$ cat src/aud_config.svh
`ifndef AUD_CONFIG_SVH
`define AUD_CONFIG_SVH

// sample width in bits
`define AUD_WORD_W 16

// sample RAM address width, 64 words
`define AUD_ADDR_W 6

// bit clocks from a frame-clock edge to the MSB, I2S timing
`define AUD_DATA_DLY 1

`endif
$ cat src/aud_pkg.sv
`default_nettype none

package aud_pkg;

    // command opcodes on i_cmd
    typedef enum logic [1:0] {
        CMD_REC   = 2'd0,
        CMD_PLAY  = 2'd1,
        CMD_PAUSE = 2'd2,
        CMD_STOP  = 2'd3
    } aud_cmd_e;

    // engine mode
    typedef enum logic [1:0] {
        MODE_IDLE  = 2'd0,
        MODE_REC   = 2'd1,
        MODE_PLAY  = 2'd2,
        MODE_PAUSE = 2'd3
    } aud_mode_e;

endpackage

`default_nettype wire

$ cat src/aud_ram_if.sv
`timescale 1ns/1ps
`default_nettype none

`include "aud_config.svh"

interface aud_ram_if;

    logic                   we;     // write at the clock edge
    logic                   re;     // rdata valid one cycle later
    logic [`AUD_ADDR_W-1:0] addr;
    logic [`AUD_WORD_W-1:0] wdata;
    logic [`AUD_WORD_W-1:0] rdata;  // held until the next read

    modport ctrl (
        output we,
        output re,
        output addr,
        output wdata,
        input  rdata
    );

    modport mem (
        input  we,
        input  re,
        input  addr,
        input  wdata,
        output rdata
    );

endinterface

`default_nettype wire

$ cat src/aud_top.sv
`timescale 1ns/1ps
`default_nettype none

`include "aud_config.svh"

module aud_top (
    input  logic                   i_bclk,
    input  logic                   i_rst_n,
    input  logic                   i_lrck,
    input  logic                   i_adcdat,
    input  logic                   i_cmd_stb,
    input  aud_pkg::aud_cmd_e      i_cmd,
    output logic                   o_dacdat,
    output aud_pkg::aud_mode_e     o_mode,
    output logic [`AUD_ADDR_W:0]   o_rec_len,
    output logic [`AUD_ADDR_W-1:0] o_addr
);
    logic [`AUD_WORD_W-1:0] rec_word;
    logic                   rec_stb;
    logic [`AUD_WORD_W-1:0] play_word;
    logic                   play_load;
    logic                   play_req;

    aud_ram_if ram_if ();

    aud_ctrl u_ctrl (
        .i_bclk      (i_bclk),
        .i_rst_n     (i_rst_n),
        .i_cmd_stb   (i_cmd_stb),
        .i_cmd       (i_cmd),
        .i_rec_word  (rec_word),
        .i_rec_stb   (rec_stb),
        .i_play_req  (play_req),
        .i_lrck      (i_lrck),
        .o_mode      (o_mode),
        .o_play_word (play_word),
        .o_play_load (play_load),
        .o_rec_len   (o_rec_len),
        .o_addr      (o_addr),
        .ram         (ram_if.ctrl)
    );

    aud_recorder u_recorder (
        .i_bclk     (i_bclk),
        .i_rst_n    (i_rst_n),
        .i_lrck     (i_lrck),
        .i_adcdat   (i_adcdat),
        .i_mode     (o_mode),
        .o_word     (rec_word),
        .o_word_stb (rec_stb)
    );

    aud_player u_player (
        .i_bclk      (i_bclk),
        .i_rst_n     (i_rst_n),
        .i_lrck      (i_lrck),
        .i_mode      (o_mode),
        .i_word      (play_word),
        .i_word_load (play_load),
        .o_word_req  (play_req),
        .o_dacdat    (o_dacdat)
    );

    aud_sample_ram u_ram (
        .i_bclk  (i_bclk),
        .i_rst_n (i_rst_n),
        .ram     (ram_if.mem)
    );

endmodule

`default_nettype wire

$ cat src/aud_sample_ram.sv
`timescale 1ns/1ps
`default_nettype none

`include "aud_config.svh"

module aud_sample_ram (
    input  logic    i_bclk,
    input  logic    i_rst_n,
    aud_ram_if.mem  ram
);
    localparam int DEPTH = 1 << `AUD_ADDR_W;

    logic [`AUD_WORD_W-1:0] mem [DEPTH];
    logic [`AUD_WORD_W-1:0] rdata_q;

    assign ram.rdata = rdata_q;

    always_ff @(posedge i_bclk) begin
        if (ram.we) begin
            mem[ram.addr] <= ram.wdata;
        end
    end

    // registered read, holds between reads
    always_ff @(posedge i_bclk or negedge i_rst_n) begin
        if (!i_rst_n) begin
            rdata_q <= '0;
        end else if (ram.re) begin
            rdata_q <= mem[ram.addr];
        end
    end

endmodule

`default_nettype wire

$ cat src/aud_player.sv
`timescale 1ns/1ps
`default_nettype none

`include "aud_config.svh"

module aud_player (
    input  logic                   i_bclk,
    input  logic                   i_rst_n,
    input  logic                   i_lrck,
    input  aud_pkg::aud_mode_e     i_mode,
    input  logic [`AUD_WORD_W-1:0] i_word,
    input  logic                   i_word_load,
    output logic                   o_word_req,
    output logic                   o_dacdat
);
    import aud_pkg::*;

    localparam logic [4:0] SLOT_LO = 5'(`AUD_DATA_DLY);
    localparam logic [4:0] SLOT_HI = 5'(`AUD_DATA_DLY + `AUD_WORD_W);

    logic                   lrck_q;
    logic                   edge_det;
    logic                   fall_det;
    logic                   play;
    logic                   play_q;
    logic                   start;
    logic [4:0]             cnt_q;
    logic [4:0]             cnt_nxt;
    logic [`AUD_WORD_W-1:0] nxt_word_q;  // prefetched
    logic [`AUD_WORD_W-1:0] cur_word_q;  // sent in both halves
    logic [`AUD_WORD_W-1:0] cur_nxt;
    logic [`AUD_WORD_W-1:0] tx_q;
    logic [`AUD_WORD_W-1:0] tx_nxt;
    logic                   nxt_vld_q;
    logic                   send_q;
    logic                   send_nxt;
    logic                   dac_q;

    function automatic logic in_slot(input logic [4:0] c);
        return (c >= SLOT_LO) && (c < SLOT_HI);
    endfunction

    assign play     = (i_mode == MODE_PLAY);
    assign edge_det = lrck_q ^ i_lrck;
    assign fall_det = lrck_q & ~i_lrck;
    assign start    = play && fall_det && nxt_vld_q;
    assign o_dacdat = dac_q & play; // silent at once on pause or stop

    always_comb begin
        cnt_nxt = cnt_q;
        if (edge_det) begin
            cnt_nxt = 5'd1;
        end else if (cnt_q != '1) begin
            cnt_nxt = cnt_q + 1'b1;
        end

        send_nxt = send_q;
        cur_nxt  = cur_word_q;
        if (!play) begin
            send_nxt = 1'b0;
        end else if (fall_det) begin
            send_nxt = nxt_vld_q; // no word loaded means a silent frame
            cur_nxt  = nxt_word_q;
        end

        tx_nxt = tx_q;
        if (edge_det) begin
            tx_nxt = cur_nxt; // reload for each half
        end else if (in_slot(cnt_q)) begin
            tx_nxt = {tx_q[`AUD_WORD_W-2:0], 1'b0};
        end
    end

    always_ff @(posedge i_bclk or negedge i_rst_n) begin
        if (!i_rst_n) begin
            lrck_q     <= 1'b0;
            cnt_q      <= '1;
            play_q     <= 1'b0;
            nxt_vld_q  <= 1'b0;
            send_q     <= 1'b0;
            dac_q      <= 1'b0;
            o_word_req <= 1'b0;
        end else begin
            lrck_q <= i_lrck;
            cnt_q  <= cnt_nxt;
            play_q <= play;
            send_q <= send_nxt;
            dac_q  <= send_nxt && in_slot(cnt_nxt) && tx_nxt[`AUD_WORD_W-1];

            // on entering play, then prefetch as each word goes out
            o_word_req <= play && (!play_q || start);

            if (!play) begin
                nxt_vld_q <= 1'b0; // latched word is dropped
            end else if (i_word_load) begin
                nxt_vld_q <= 1'b1;
            end else if (fall_det) begin
                nxt_vld_q <= 1'b0;
            end
        end
    end

    always_ff @(posedge i_bclk) begin
        if (i_word_load) begin
            nxt_word_q <= i_word;
        end
        cur_word_q <= cur_nxt;
        tx_q       <= tx_nxt;
    end

    // line stays quiet from the cycle after play mode is left
    a_quiet: assert property (@(posedge i_bclk) disable iff (!i_rst_n)
        !play |=> !dac_q);

endmodule

`default_nettype wire

$ cat src/aud_recorder.sv
`timescale 1ns/1ps
`default_nettype none

`include "aud_config.svh"

module aud_recorder (
    input  logic                   i_bclk,
    input  logic                   i_rst_n,
    input  logic                   i_lrck,
    input  logic                   i_adcdat,
    input  aud_pkg::aud_mode_e     i_mode,
    output logic [`AUD_WORD_W-1:0] o_word,
    output logic                   o_word_stb
);
    import aud_pkg::*;

    // bit positions counted from the frame-clock edge
    localparam logic [4:0] SLOT_LO = 5'(`AUD_DATA_DLY);
    localparam logic [4:0] SLOT_HI = 5'(`AUD_DATA_DLY + `AUD_WORD_W);

    logic                   lrck_q;
    logic                   edge_det;
    logic                   fall_det;
    logic [4:0]             cnt_q;
    logic                   armed_q;  // inside a left half that began in record mode
    logic                   rec;
    logic                   take_bit;
    logic                   last_bit;
    logic [`AUD_WORD_W-1:0] shift_q;

    assign rec      = (i_mode == MODE_REC);
    assign edge_det = lrck_q ^ i_lrck;
    assign fall_det = lrck_q & ~i_lrck;

    assign take_bit = armed_q && rec && (cnt_q >= SLOT_LO) && (cnt_q < SLOT_HI);
    assign last_bit = take_bit && (cnt_q == SLOT_HI - 1'b1);
    assign o_word   = shift_q;

    always_ff @(posedge i_bclk or negedge i_rst_n) begin
        if (!i_rst_n) begin
            lrck_q     <= 1'b0;
            cnt_q      <= '1;
            armed_q    <= 1'b0;
            o_word_stb <= 1'b0;
        end else begin
            lrck_q <= i_lrck;

            if (edge_det) begin
                cnt_q <= 5'd1;
            end else if (cnt_q != '1) begin
                cnt_q <= cnt_q + 1'b1; // saturate past the slots
            end

            if (!rec) begin
                armed_q <= 1'b0;
            end else if (fall_det) begin
                armed_q <= 1'b1;
            end else if (edge_det) begin
                armed_q <= 1'b0; // right half is skipped
            end

            o_word_stb <= last_bit;
        end
    end

    // MSB first
    always_ff @(posedge i_bclk) begin
        if (take_bit) begin
            shift_q <= {shift_q[`AUD_WORD_W-2:0], i_adcdat};
        end
    end

    // a strobe only closes a word taken entirely from the left half
    a_stb_left: assert property (@(posedge i_bclk) disable iff (!i_rst_n)
        o_word_stb |-> !$past(i_lrck) && !$past(i_lrck, `AUD_DATA_DLY + `AUD_WORD_W));

endmodule

`default_nettype wire

$ cat src/aud_ctrl.sv
`timescale 1ns/1ps
`default_nettype none

`include "aud_config.svh"

module aud_ctrl (
    input  logic                   i_bclk,
    input  logic                   i_rst_n,
    input  logic                   i_cmd_stb,
    input  aud_pkg::aud_cmd_e      i_cmd,
    input  logic [`AUD_WORD_W-1:0] i_rec_word,
    input  logic                   i_rec_stb,
    input  logic                   i_play_req,
    input  logic                   i_lrck,
    output aud_pkg::aud_mode_e     o_mode,
    output logic [`AUD_WORD_W-1:0] o_play_word,
    output logic                   o_play_load,
    output logic [`AUD_ADDR_W:0]   o_rec_len,
    output logic [`AUD_ADDR_W-1:0] o_addr,
    aud_ram_if.ctrl                ram
);
    import aud_pkg::*;

    localparam logic [`AUD_ADDR_W:0] DEPTH = {1'b1, {`AUD_ADDR_W{1'b0}}};

    aud_mode_e              mode_q;
    logic [`AUD_ADDR_W:0]   rec_len_q;   // doubles as the record address
    logic [`AUD_ADDR_W-1:0] play_addr_q; // word currently on the DAC line
    logic [`AUD_ADDR_W:0]   rd_ptr;
    logic                   line_vld_q;  // a word has started on the line
    logic                   ld_pend_q;   // prefetched word waiting for its frame
    logic                   done_q;
    logic                   lrck_q;
    logic                   fall_det;
    logic                   wr_en;
    logic                   rd_en;

    assign fall_det = lrck_q & ~i_lrck;
    assign rd_ptr   = {1'b0, play_addr_q} + {{`AUD_ADDR_W{1'b0}}, line_vld_q};

    assign wr_en = i_rec_stb && (mode_q == MODE_REC);
    assign rd_en = i_play_req && (mode_q == MODE_PLAY) && !done_q && (rd_ptr < rec_len_q);

    assign ram.we    = wr_en;
    assign ram.re    = rd_en;
    assign ram.addr  = wr_en ? rec_len_q[`AUD_ADDR_W-1:0] : rd_ptr[`AUD_ADDR_W-1:0];
    assign ram.wdata = i_rec_word;

    assign o_play_word = ram.rdata;
    assign o_mode      = mode_q;
    assign o_rec_len   = rec_len_q;
    assign o_addr      = (mode_q == MODE_REC) ? rec_len_q[`AUD_ADDR_W-1:0] : play_addr_q;

    always_ff @(posedge i_bclk or negedge i_rst_n) begin
        if (!i_rst_n) begin
            mode_q      <= MODE_IDLE;
            rec_len_q   <= '0;
            play_addr_q <= '0;
            line_vld_q  <= 1'b0;
            ld_pend_q   <= 1'b0;
            done_q      <= 1'b0;
            lrck_q      <= 1'b0;
            o_play_load <= 1'b0;
        end else begin
            lrck_q      <= i_lrck;
            o_play_load <= rd_en; // rdata valid now

            if (wr_en) begin
                rec_len_q <= rec_len_q + 1'b1;
                if (rec_len_q == DEPTH - 1'b1) begin
                    mode_q <= MODE_IDLE; // memory full
                end
            end

            // new frame retires the old word or ends after the last one
            if (mode_q == MODE_PLAY && fall_det) begin
                if (done_q) begin
                    mode_q     <= MODE_IDLE;
                    line_vld_q <= 1'b0;
                    done_q     <= 1'b0;
                end else if (ld_pend_q) begin
                    if (line_vld_q) begin
                        play_addr_q <= play_addr_q + 1'b1;
                    end
                    line_vld_q <= 1'b1;
                    ld_pend_q  <= 1'b0;
                end
            end

            if (o_play_load && mode_q == MODE_PLAY) begin
                ld_pend_q <= 1'b1;
            end

            if (i_play_req && mode_q == MODE_PLAY && !(rd_ptr < rec_len_q)) begin
                done_q <= 1'b1; // nothing left to fetch
            end

            if (i_cmd_stb) begin
                case (i_cmd)
                    CMD_REC: begin
                        if (mode_q == MODE_IDLE || mode_q == MODE_PAUSE) begin
                            mode_q      <= MODE_REC;
                            rec_len_q   <= '0;
                            play_addr_q <= '0;
                        end
                    end
                    CMD_PLAY: begin
                        if (mode_q == MODE_IDLE || mode_q == MODE_PAUSE) begin
                            mode_q <= MODE_PLAY;
                            if (mode_q == MODE_IDLE) begin
                                play_addr_q <= '0;
                            end
                            line_vld_q <= 1'b0; // resume from the frozen word
                            ld_pend_q  <= 1'b0;
                            done_q     <= 1'b0;
                        end
                    end
                    CMD_PAUSE: begin
                        if (mode_q == MODE_REC || mode_q == MODE_PLAY) begin
                            mode_q     <= MODE_PAUSE;
                            line_vld_q <= 1'b0;
                            ld_pend_q  <= 1'b0;
                            done_q     <= 1'b0;
                        end
                    end
                    CMD_STOP: begin
                        mode_q     <= MODE_IDLE;
                        line_vld_q <= 1'b0;
                        ld_pend_q  <= 1'b0;
                        done_q     <= 1'b0;
                    end
                endcase
            end
        end
    end

    // recorder strobes and player requests never collide on the single port
    a_rw_excl: assert property (@(posedge i_bclk) disable iff (!i_rst_n)
        !(ram.we && ram.re));

    // full-width pointer behind the RAM address
    a_addr_rng: assert property (@(posedge i_bclk) disable iff (!i_rst_n)
        (ram.we || ram.re) |-> ((ram.we ? rec_len_q : rd_ptr) < DEPTH));

    a_load_lat: assert property (@(posedge i_bclk) disable iff (!i_rst_n)
        ram.re |=> o_play_load);

endmodule

`default_nettype wire

$ cat config.mk
export PLATFORM = sky130hd
export DESIGN_NAME = aud_top
export DESIGN_NICKNAME = d
export VERILOG_FILES = /design/src/aud_pkg.sv /design/src/aud_ram_if.sv /design/src/aud_top.sv /design/src/aud_sample_ram.sv /design/src/aud_player.sv /design/src/aud_recorder.sv /design/src/aud_ctrl.sv
export VERILOG_INCLUDE_DIRS = /design/src
export SDC_FILE = /design/constraint.sdc
export NUM_CORES = 1
export LEC_CHECK = 0
export BUFFER_PORTS_ARGS = -buffer_cell sky130_fd_sc_hd__buf_2
export CAP_MARGIN = 40
export CORE_ASPECT_RATIO = 1.2
export CORE_UTILIZATION = 45
export CTS_CLUSTER_DIAMETER = 30
export DETAILED_ROUTE_END_ITERATION = 16
export GPL_ROUTABILITY_DRIVEN = 1
export PLACE_DENSITY_LB_ADDON = 0.25
export SYNTH_ARGS = -nofsm -noshare
export SYNTH_HDL_FRONTEND = slang
export SYNTH_HIERARCHICAL = 1
export SYNTH_SLANG_ARGS = --single-unit
export TNS_END_PERCENT = 5
$ cat constraint.sdc
create_clock -name i_bclk -period 4.1 [get_ports i_bclk]
set_input_delay 0.41 -clock i_bclk [delete_from_list [all_inputs] [get_ports i_bclk]]
set_output_delay 0.41 -clock i_bclk [all_outputs]
set_load 0.005 [all_outputs]
==> metrics, run 1 <==
CTS buffer count=180; CP Launch Type=register; Final Instance Area=0.0544 mm²; post-route ant nets=0; Setup Fix Bufs, Post-CTS=0; peak supply drop=443 µV; post-synthesis mux area share=9.55%; HPWL after DPL=81500 µm; Die ar.=0.101 mm²; largest net degree at the start of global routing=66; Mean Syn Cell Area=18.0 µm²; crit path kind=reg2reg; Yosys reg bits=1143; chip width=291 µm; Sum Neg Setup Slack=0 ps; max_cap viols=0; Adder-Cell Fraction of Synth Area=0.583%; LEAKAGE=18.1 nW; CTS tree=done; Std-Cell Rows=126; vias in the first global route=26200; first-pass GRT wire length=187000 µm; CP endpoint kind=register; clock latency on the worst-skew pair=790 ps; Port Buffers=22; Final setup viols=0; achievable frequency=254 MHz; Critical Path RT=4760 ps; synthesized cell area=0.0450 mm²; Hold Violations, Final=0; Syn-to-layout area delta=20.8%; clock buffer depth=3; clk sink count=1143; starting density of the core=45.6%; Iter 0 DRT Violations=2654; DP Area=0.0481 mm²; Max Slew Vio Count=0; P per Cell Area=545 mW/mm²; Critical Path AT=4590 ps; Slew @ Worst Pin=889 ps; post-layout net count=2821; CP max FO=29; clock skew after layout=26.3 ps; sequential share of the synthesized area=75.2%; total global routing overflow=0; routability cong.=0.923; fin crit share=95.9%; largest family of logic cells by synthesized area=multiplexers; initial antenna violation count=4; Placed Cells incl. Taps=3884; Hold Path Class=in2reg; Finished Layout Cells=4227; synth unique cells=85; gr usage total=25.9%; outcome=finished, final reports clean; shortest period the worst path allows=3930 ps; Reg clk slew, reported paths=50 ps; wire per inst=30.8 µm; XOR/XNOR Fraction of Synth Area=0.328%; worst relative slew slack=40.8%; DRC viols=0; Top Ports=23; area of the core=0.0988 mm²; cell chosen for the clock root=clkbuf_16; post-place setup slack=-35.5 ps; fin util=55.0%; Die Ht=349 µm; Synth Warn #=6; Main synth FF type=edfxtp_1; drt total wl=130000 µm; routed vias=26000; Syn Nets=2528; Synth Area in Compound Gates=8.25%; Via density=6.16; Post-Synthesis Cells=2500; post-synthesis async set-or-reset flop share=4.81%; DRT Pass-1 Iters=8; H-tree levels=4; number of flops mapped to enable cells by yosys=1071; share of cells above drive strength 1=29.0%; RSZ-0062 raised after global routing=yes; Post-Synth Simple-Gate Area=3.44%; post-route setup slack=168 ps
power by group:
group          leakage (nW)  switching [mW]  internal, mW
clock                  2.99            5.69          9.55
combinational          4.67           0.631         0.488
sequential             10.5           0.262          13.0
total                  18.1            6.58          23.1
routing by layer:
metal	part of all wire [%]	GRT usage (%)
met3	7.7	4.78
met5	0.040	0
met1	39	33.0
met2	49	43.0
met4	4.6	12.0
worst max-delay path, stage by stage, from the launching register on:
cell and delay [ps]:
dfrtp_1 360, inv_1 80, ha_1 240, nand2_4 160, clkinvlp_4 200, buf_4 190, a21oi_4 350, buf_4 220
buf_12 200, buf_12 240, mux2_2 360, a221oi_1 270, o22ai_1 140, a21oi_1 470, buf_4 220, a31oi_1 70
metrics by stage:
stage	hold slack, ps	power, mW
detailed placement	398	14.6
finish	72.3	29.7
CTS	22.6	29.8
global route	67.4	30.4
global placement	377	14.6
floorplan	114	14.2
synthesized netlist by cell type, drive strengths merged, types with 4 or more instances:
| cell type | count | share of area, % |
|---|---|---|
| a211oi | 7 | 0.13 |
| a21oi | 57 | 0.63 |
| a221o | 25 | 0.56 |
| a221oi | 103 | 2.0 |
| a222oi | 10 | 0.22 |
| a22o | 31 | 0.60 |
| a22oi | 80 | 1.3 |
| a31oi | 13 | 0.18 |
| a32oi | 4 | 0.078 |
| a41oi | 4 | 0.094 |
| and2 | 14 | 0.20 |
| and3 | 12 | 0.17 |
| and3b | 5 | 0.11 |
| buf | 135 | 2.0 |
| clkbuf | 48 | 0.40 |
| dfrtp | 45 | 2.5 |
| dfstp | 10 | 0.58 |
| dfxtp | 17 | 0.76 |
| edfxtp | 1071 | 71 |
| ha | 21 | 0.58 |
| inv | 24 | 0.20 |
| mux2 | 120 | 3.0 |
| mux2i | 90 | 2.0 |
| mux4 | 91 | 4.6 |
| nand2 | 61 | 0.53 |
| nand2b | 7 | 0.097 |
| nand3 | 24 | 0.27 |
| nand3b | 5 | 0.083 |
| nand4 | 6 | 0.12 |
| nor2 | 135 | 1.1 |
| nor2b | 11 | 0.15 |
| nor3 | 14 | 0.18 |
| nor3b | 7 | 0.13 |
| o2111ai | 6 | 0.12 |
| o21ai | 68 | 0.76 |
| o221ai | 4 | 0.078 |
| o22a | 6 | 0.12 |
| o22ai | 38 | 0.53 |
| o2bb2ai | 7 | 0.14 |
| o32a | 6 | 0.13 |
| xnor2 | 9 | 0.19 |
| xor2 | 7 | 0.14 |
sequential cells by signal, summed over array words and instances (netlist names), 6 cells and up:
register             cells
u_player/cur_word_q     16
u_player/nxt_word_q     16
u_recorder/o_word       16
u_ctrl/o_rec_len         7
u_player/tx_q           16
u_ctrl/play_addr_q       6
u_ram/ram.rdata         16
u_ram/mem             1024
layout by cell type, fill, tap and decap left out, drive strengths merged, types with 13 or more instances in the layout:
| master | synthesis | routed |
|---|---|---|
| a21oi | 57 | 57 |
| a221o | 25 | 25 |
| a221oi | 103 | 103 |
| a22o | 31 | 31 |
| a22oi | 80 | 80 |
| a31oi | 13 | 13 |
| and2 | 14 | 14 |
| buf | 135 | 288 |
| bufinv | 0 | 20 |
| clkbuf | 48 | 201 |
| clkinv | 1 | 68 |
| clkinvlp | 0 | 14 |
| dfrtp | 45 | 45 |
| dfxtp | 17 | 17 |
| edfxtp | 1071 | 1071 |
| ha | 21 | 21 |
| inv | 24 | 57 |
| mux2 | 120 | 120 |
| mux2i | 90 | 90 |
| mux4 | 91 | 91 |
| nand2 | 61 | 61 |
| nand3 | 24 | 24 |
| nor2 | 135 | 135 |
| nor3 | 14 | 14 |
| o21ai | 68 | 68 |
| o22ai | 38 | 38 |
area by class of cell:
| class | count | area, µm² |
|---|---|---|
| antenna | 1 | 2.50 |
| clock buffer | 201 | 4640 |
| clock inverter | 134 | 1530 |
| fill | 7471 | 44400 |
| inverter | 25 | 97.6 |
| multi-input combinational | 1149 | 10100 |
| sequential | 1143 | 33900 |
| tap | 1280 | 1600 |
| timing repair buffer | 294 | 2560 |
worst paths after layout:
| check | end | start | cells after the start | slack (ps) |
|---|---|---|---|---|
| worst min register to register | u_player/o_word_req | u_player/play_q | 1 | 420 |
| worst max-delay path | u_ram/ram.rdata[13] | u_ctrl/o_mode[1] | 15 | 170 |
| max in group asynchronous | u_ram/ram.rdata[9] | i_rst_n | 3 | 3030 |
| min in group asynchronous | u_ctrl/o_rec_len[6] | i_rst_n | 2 | 130 |
| worst max register to register | u_ram/ram.rdata[13] | u_ctrl/o_mode[1] | 15 | 170 |
| worst min-delay path | u_ctrl/o_mode[0] | i_cmd_stb | 3 | 70 |
what timing repair did:
item,in CTS,in global routing
hold buffers,6,0
pin swaps,0,1
resized for setup,1,7
cloned,0,0
setup endpoints to repair,1,9
endpoints found under the hold margin,24,0
kinds of logic (layout without fill, tap and decap cells):
family	Yosys count	count (layout)
flops	1143	1143
compound gates	496	496
simple gates	315	315
mux	301	301
buf+inv	208	654
fa+ha+maj	21	21
xor+xnor	16	16
other cells	0	1
Note: power is estimated with default switching activity, not from simulation.
==> inputs of run 2 (changes only) <==
--- a/config.mk
+++ b/config.mk
@@ -6,16 +6,16 @@
 export SDC_FILE = /design/constraint.sdc
 export NUM_CORES = 1
 export LEC_CHECK = 0
-export BUFFER_PORTS_ARGS = -buffer_cell sky130_fd_sc_hd__buf_2
+export ABC_AREA = 1
 export CAP_MARGIN = 40
 export CORE_ASPECT_RATIO = 1.2
 export CORE_UTILIZATION = 45
 export CTS_CLUSTER_DIAMETER = 30
 export DETAILED_ROUTE_END_ITERATION = 16
+export DONT_BUFFER_PORTS = 1
 export GPL_ROUTABILITY_DRIVEN = 1
 export PLACE_DENSITY_LB_ADDON = 0.25
 export SYNTH_ARGS = -nofsm -noshare
 export SYNTH_HDL_FRONTEND = slang
-export SYNTH_HIERARCHICAL = 1
 export SYNTH_SLANG_ARGS = --single-unit
 export TNS_END_PERCENT = 5
==> metrics, run 2 <==
RSZ-0062 raised after global routing=no; fin util=54.5%; commonest cells after routing, fill and taps aside=nand2_1 (2562), edfxtp_1 (1071), nand3_1 (550), clkbuf_16 (212), buf_4 (143); WHS Path Cells=4; gr usage total=25.5%; Syn-to-layout area delta=19.8%; P per Cell Area=655 mW/mm²; Main synth FF type=edfxtp_1; achievable frequency=287 MHz; Std-Cell Rows=132; HP Start=i_lrck; CP endpoint kind=register; Finished Layout Cells=6557; CTS tree=done; FF-to-FF path depth=17; count leader, synth=nand2_1; vias in the first global route=33900; first-pass GRT wire length=210000 µm; chip width=304 µm; H-tree levels=4; Hold Path Class=in2reg; share of cells above drive strength 1=10.9%; most frequent cells after synthesis=nand2_1 (2562), edfxtp_1 (1071), nand3_1 (551); Synth Warn #=0; Placed Cells incl. Taps=6152; DRT Pass-1 Iters=6; Top Ports=23; Post-Synthesis Cells=4844; CTS buffer count=210; routability cong.=0.901; clock latency on the worst-skew pair=800 ps; Hold Violations, Final=0; shortest period the worst path allows=3480 ps; worst r2r src=u_ctrl.o_mode[1]; Slew @ Worst Pin=942 ps; fin crit share=84.9%; Setup Fix Bufs, Post-CTS=0; commonest non-fill, non-tap cell in the layout=nand2_1; post-route ant nets=0; starting density of the core=45.5%; Via density=5.37; outcome=finished, final reports clean; max_cap viols=0; Yosys top cell by area=edfxtp_1; Yosys reg bits=1141; routed vias=35200; Fill cells=9281; most flop-heavy register=u_ram.mem; number of flops mapped to enable cells by yosys=1071; total global routing overflow=0; clock skew after layout=31.1 ps; CP Launch Type=register; crit path kind=reg2reg; post-route setup slack=620 ps; Final Instance Area=0.0588 mm²; post-synthesis async set-or-reset flop share=4.65%; post-place setup slack=753 ps; sequential share of the synthesized area=68.9%; Iter 0 DRT Violations=3122; Max Slew Vio Count=0; synthesized cell area=0.0491 mm²; # diodes=0; max FFs per register=1024; Critical Path RT=4780 ps; # resized after CTS=0; peak supply drop=480 µV; drt total wl=141000 µm; Hold Slack=65.9 ps; CP max FO=124; Mean Syn Cell Area=10.1 µm²; synth unique cells=40; Critical Path Start=u_ctrl.o_mode[1]; Sum Neg Setup Slack=0 ps; Die ar.=0.110 mm²; clock buffer depth=3; largest net degree at the start of global routing=132; clk sink count=1141; initial antenna violation count=0; LEAKAGE=24.3 nW; HPWL after DPL=79000 µm; post-synth top area share=65.5%; area of the core=0.108 mm²; DP Area=0.0514 mm²; cell chosen for the clock root=clkbuf_16; Critical Path AT=4160 ps; Reg clk slew, reported paths=50 ps; Die Ht=364 µm; Tot Pwr=38.6 mW; wire per inst=21.5 µm; Port Buffers=0; post-layout net count=4993; worst relative slew slack=37.2%; DRC viols=0; Syn Nets=4871; top post-synthesis cells by area=edfxtp_1 (65%), nand2_1 (20%), nand3_1 (5.6%); Final setup viols=0
[run 2: changes by cell type in the layout (fill, tap and decap cells not counted), sizes merged, moves of 32 or more]
cell	delta
nand3	+527
clkbuf	+32
nand2	+2504
mux4	-91
o22ai	-36
a221oi	-103
a21oi	-41
mux2i	-90
a22oi	-79
mux2	-120
buf	-111
o21ai	-42
[run 2: power breakdown]
group	switching [mW]	internal (mW)
logic	5.51	2.23
registers	0.210	13.1
clock network	6.07	11.4
[run 2: layout make-up]
| class | instances | area, µm² | area share (%) |
|---|---|---|---|
| sequential | 1141 | 33800 | 57.5 |
| tap | 1407 | 1760 | 2.99 |
| multi-input combinational | 3359 | 13800 | 23.4 |
| timing repair buffer | 185 | 1890 | 3.22 |
| clock buffer | 233 | 5410 | 9.20 |
| clock inverter | 163 | 1890 | 3.22 |
| inverter | 69 | 269 | 0.457 |
[run 2: worst max-delay path, cell delays in order, from the launching register on]
cell and delay (ps):
dfrtp_1 410, inv_1 90, ha_1 280, nand2_4 210, o21ai_4 410, inv_8 50
buf_12 220, buf_4 430, nand2_1 120, nand2_1 150, nand2_1 90, nand2_1 50
nand2_1 70, nand2_1 50, nor2_1 270, nand2_1 80, nand2_1 70, nand2_1 40
[run 2: per-layer routing]
| layer | share of wire [%] | wire [µm] | track usage, % | vias to the layer above |
|---|---|---|---|---|
| met3 | 7.2 | 10100 | 3.98 | 287 |
| met2 | 49 | 69600 | 42.5 | 1450 |
| li1 | - | - | - | 16400 |
| met1 | 40 | 55900 | 33.1 | 17000 |
| met5 | 0 | 0 | 0 | - |
| met4 | 3.8 | 5300 | 10.6 | 0 |
[run 2: worst paths after layout]
check	to	slack (ps)
max	u_ram.ram.rdata[13]	620
min	u_recorder.cnt_q[2]	70
max reg2reg	u_ram.ram.rdata[13]	620
min reg2reg	u_player.o_word_req	450
max in group asynchronous	u_player.cnt_q[2]	3620
min in group asynchronous	u_ctrl.o_rec_len[1]	170
[run 2: cell families (layout without fill, tap and decap cells)]
logic type	count (synthesis)	after routing	share of synthesized area (%)
buf+inv	344	650	3.19
fa+ha+maj	20	20	0.510
simple gates	3279	3279	26.6
compound gates	54	54	0.652
xor+xnor	6	6	0.122
flops	1141	1141	68.9
[run 2: timing repair]
item | 4_1_cts | 5_1_grt
endpoints found under the hold margin | 66 | 0
hold buffers | 9 | 0
endpoints found under the setup margin | 0 | 0
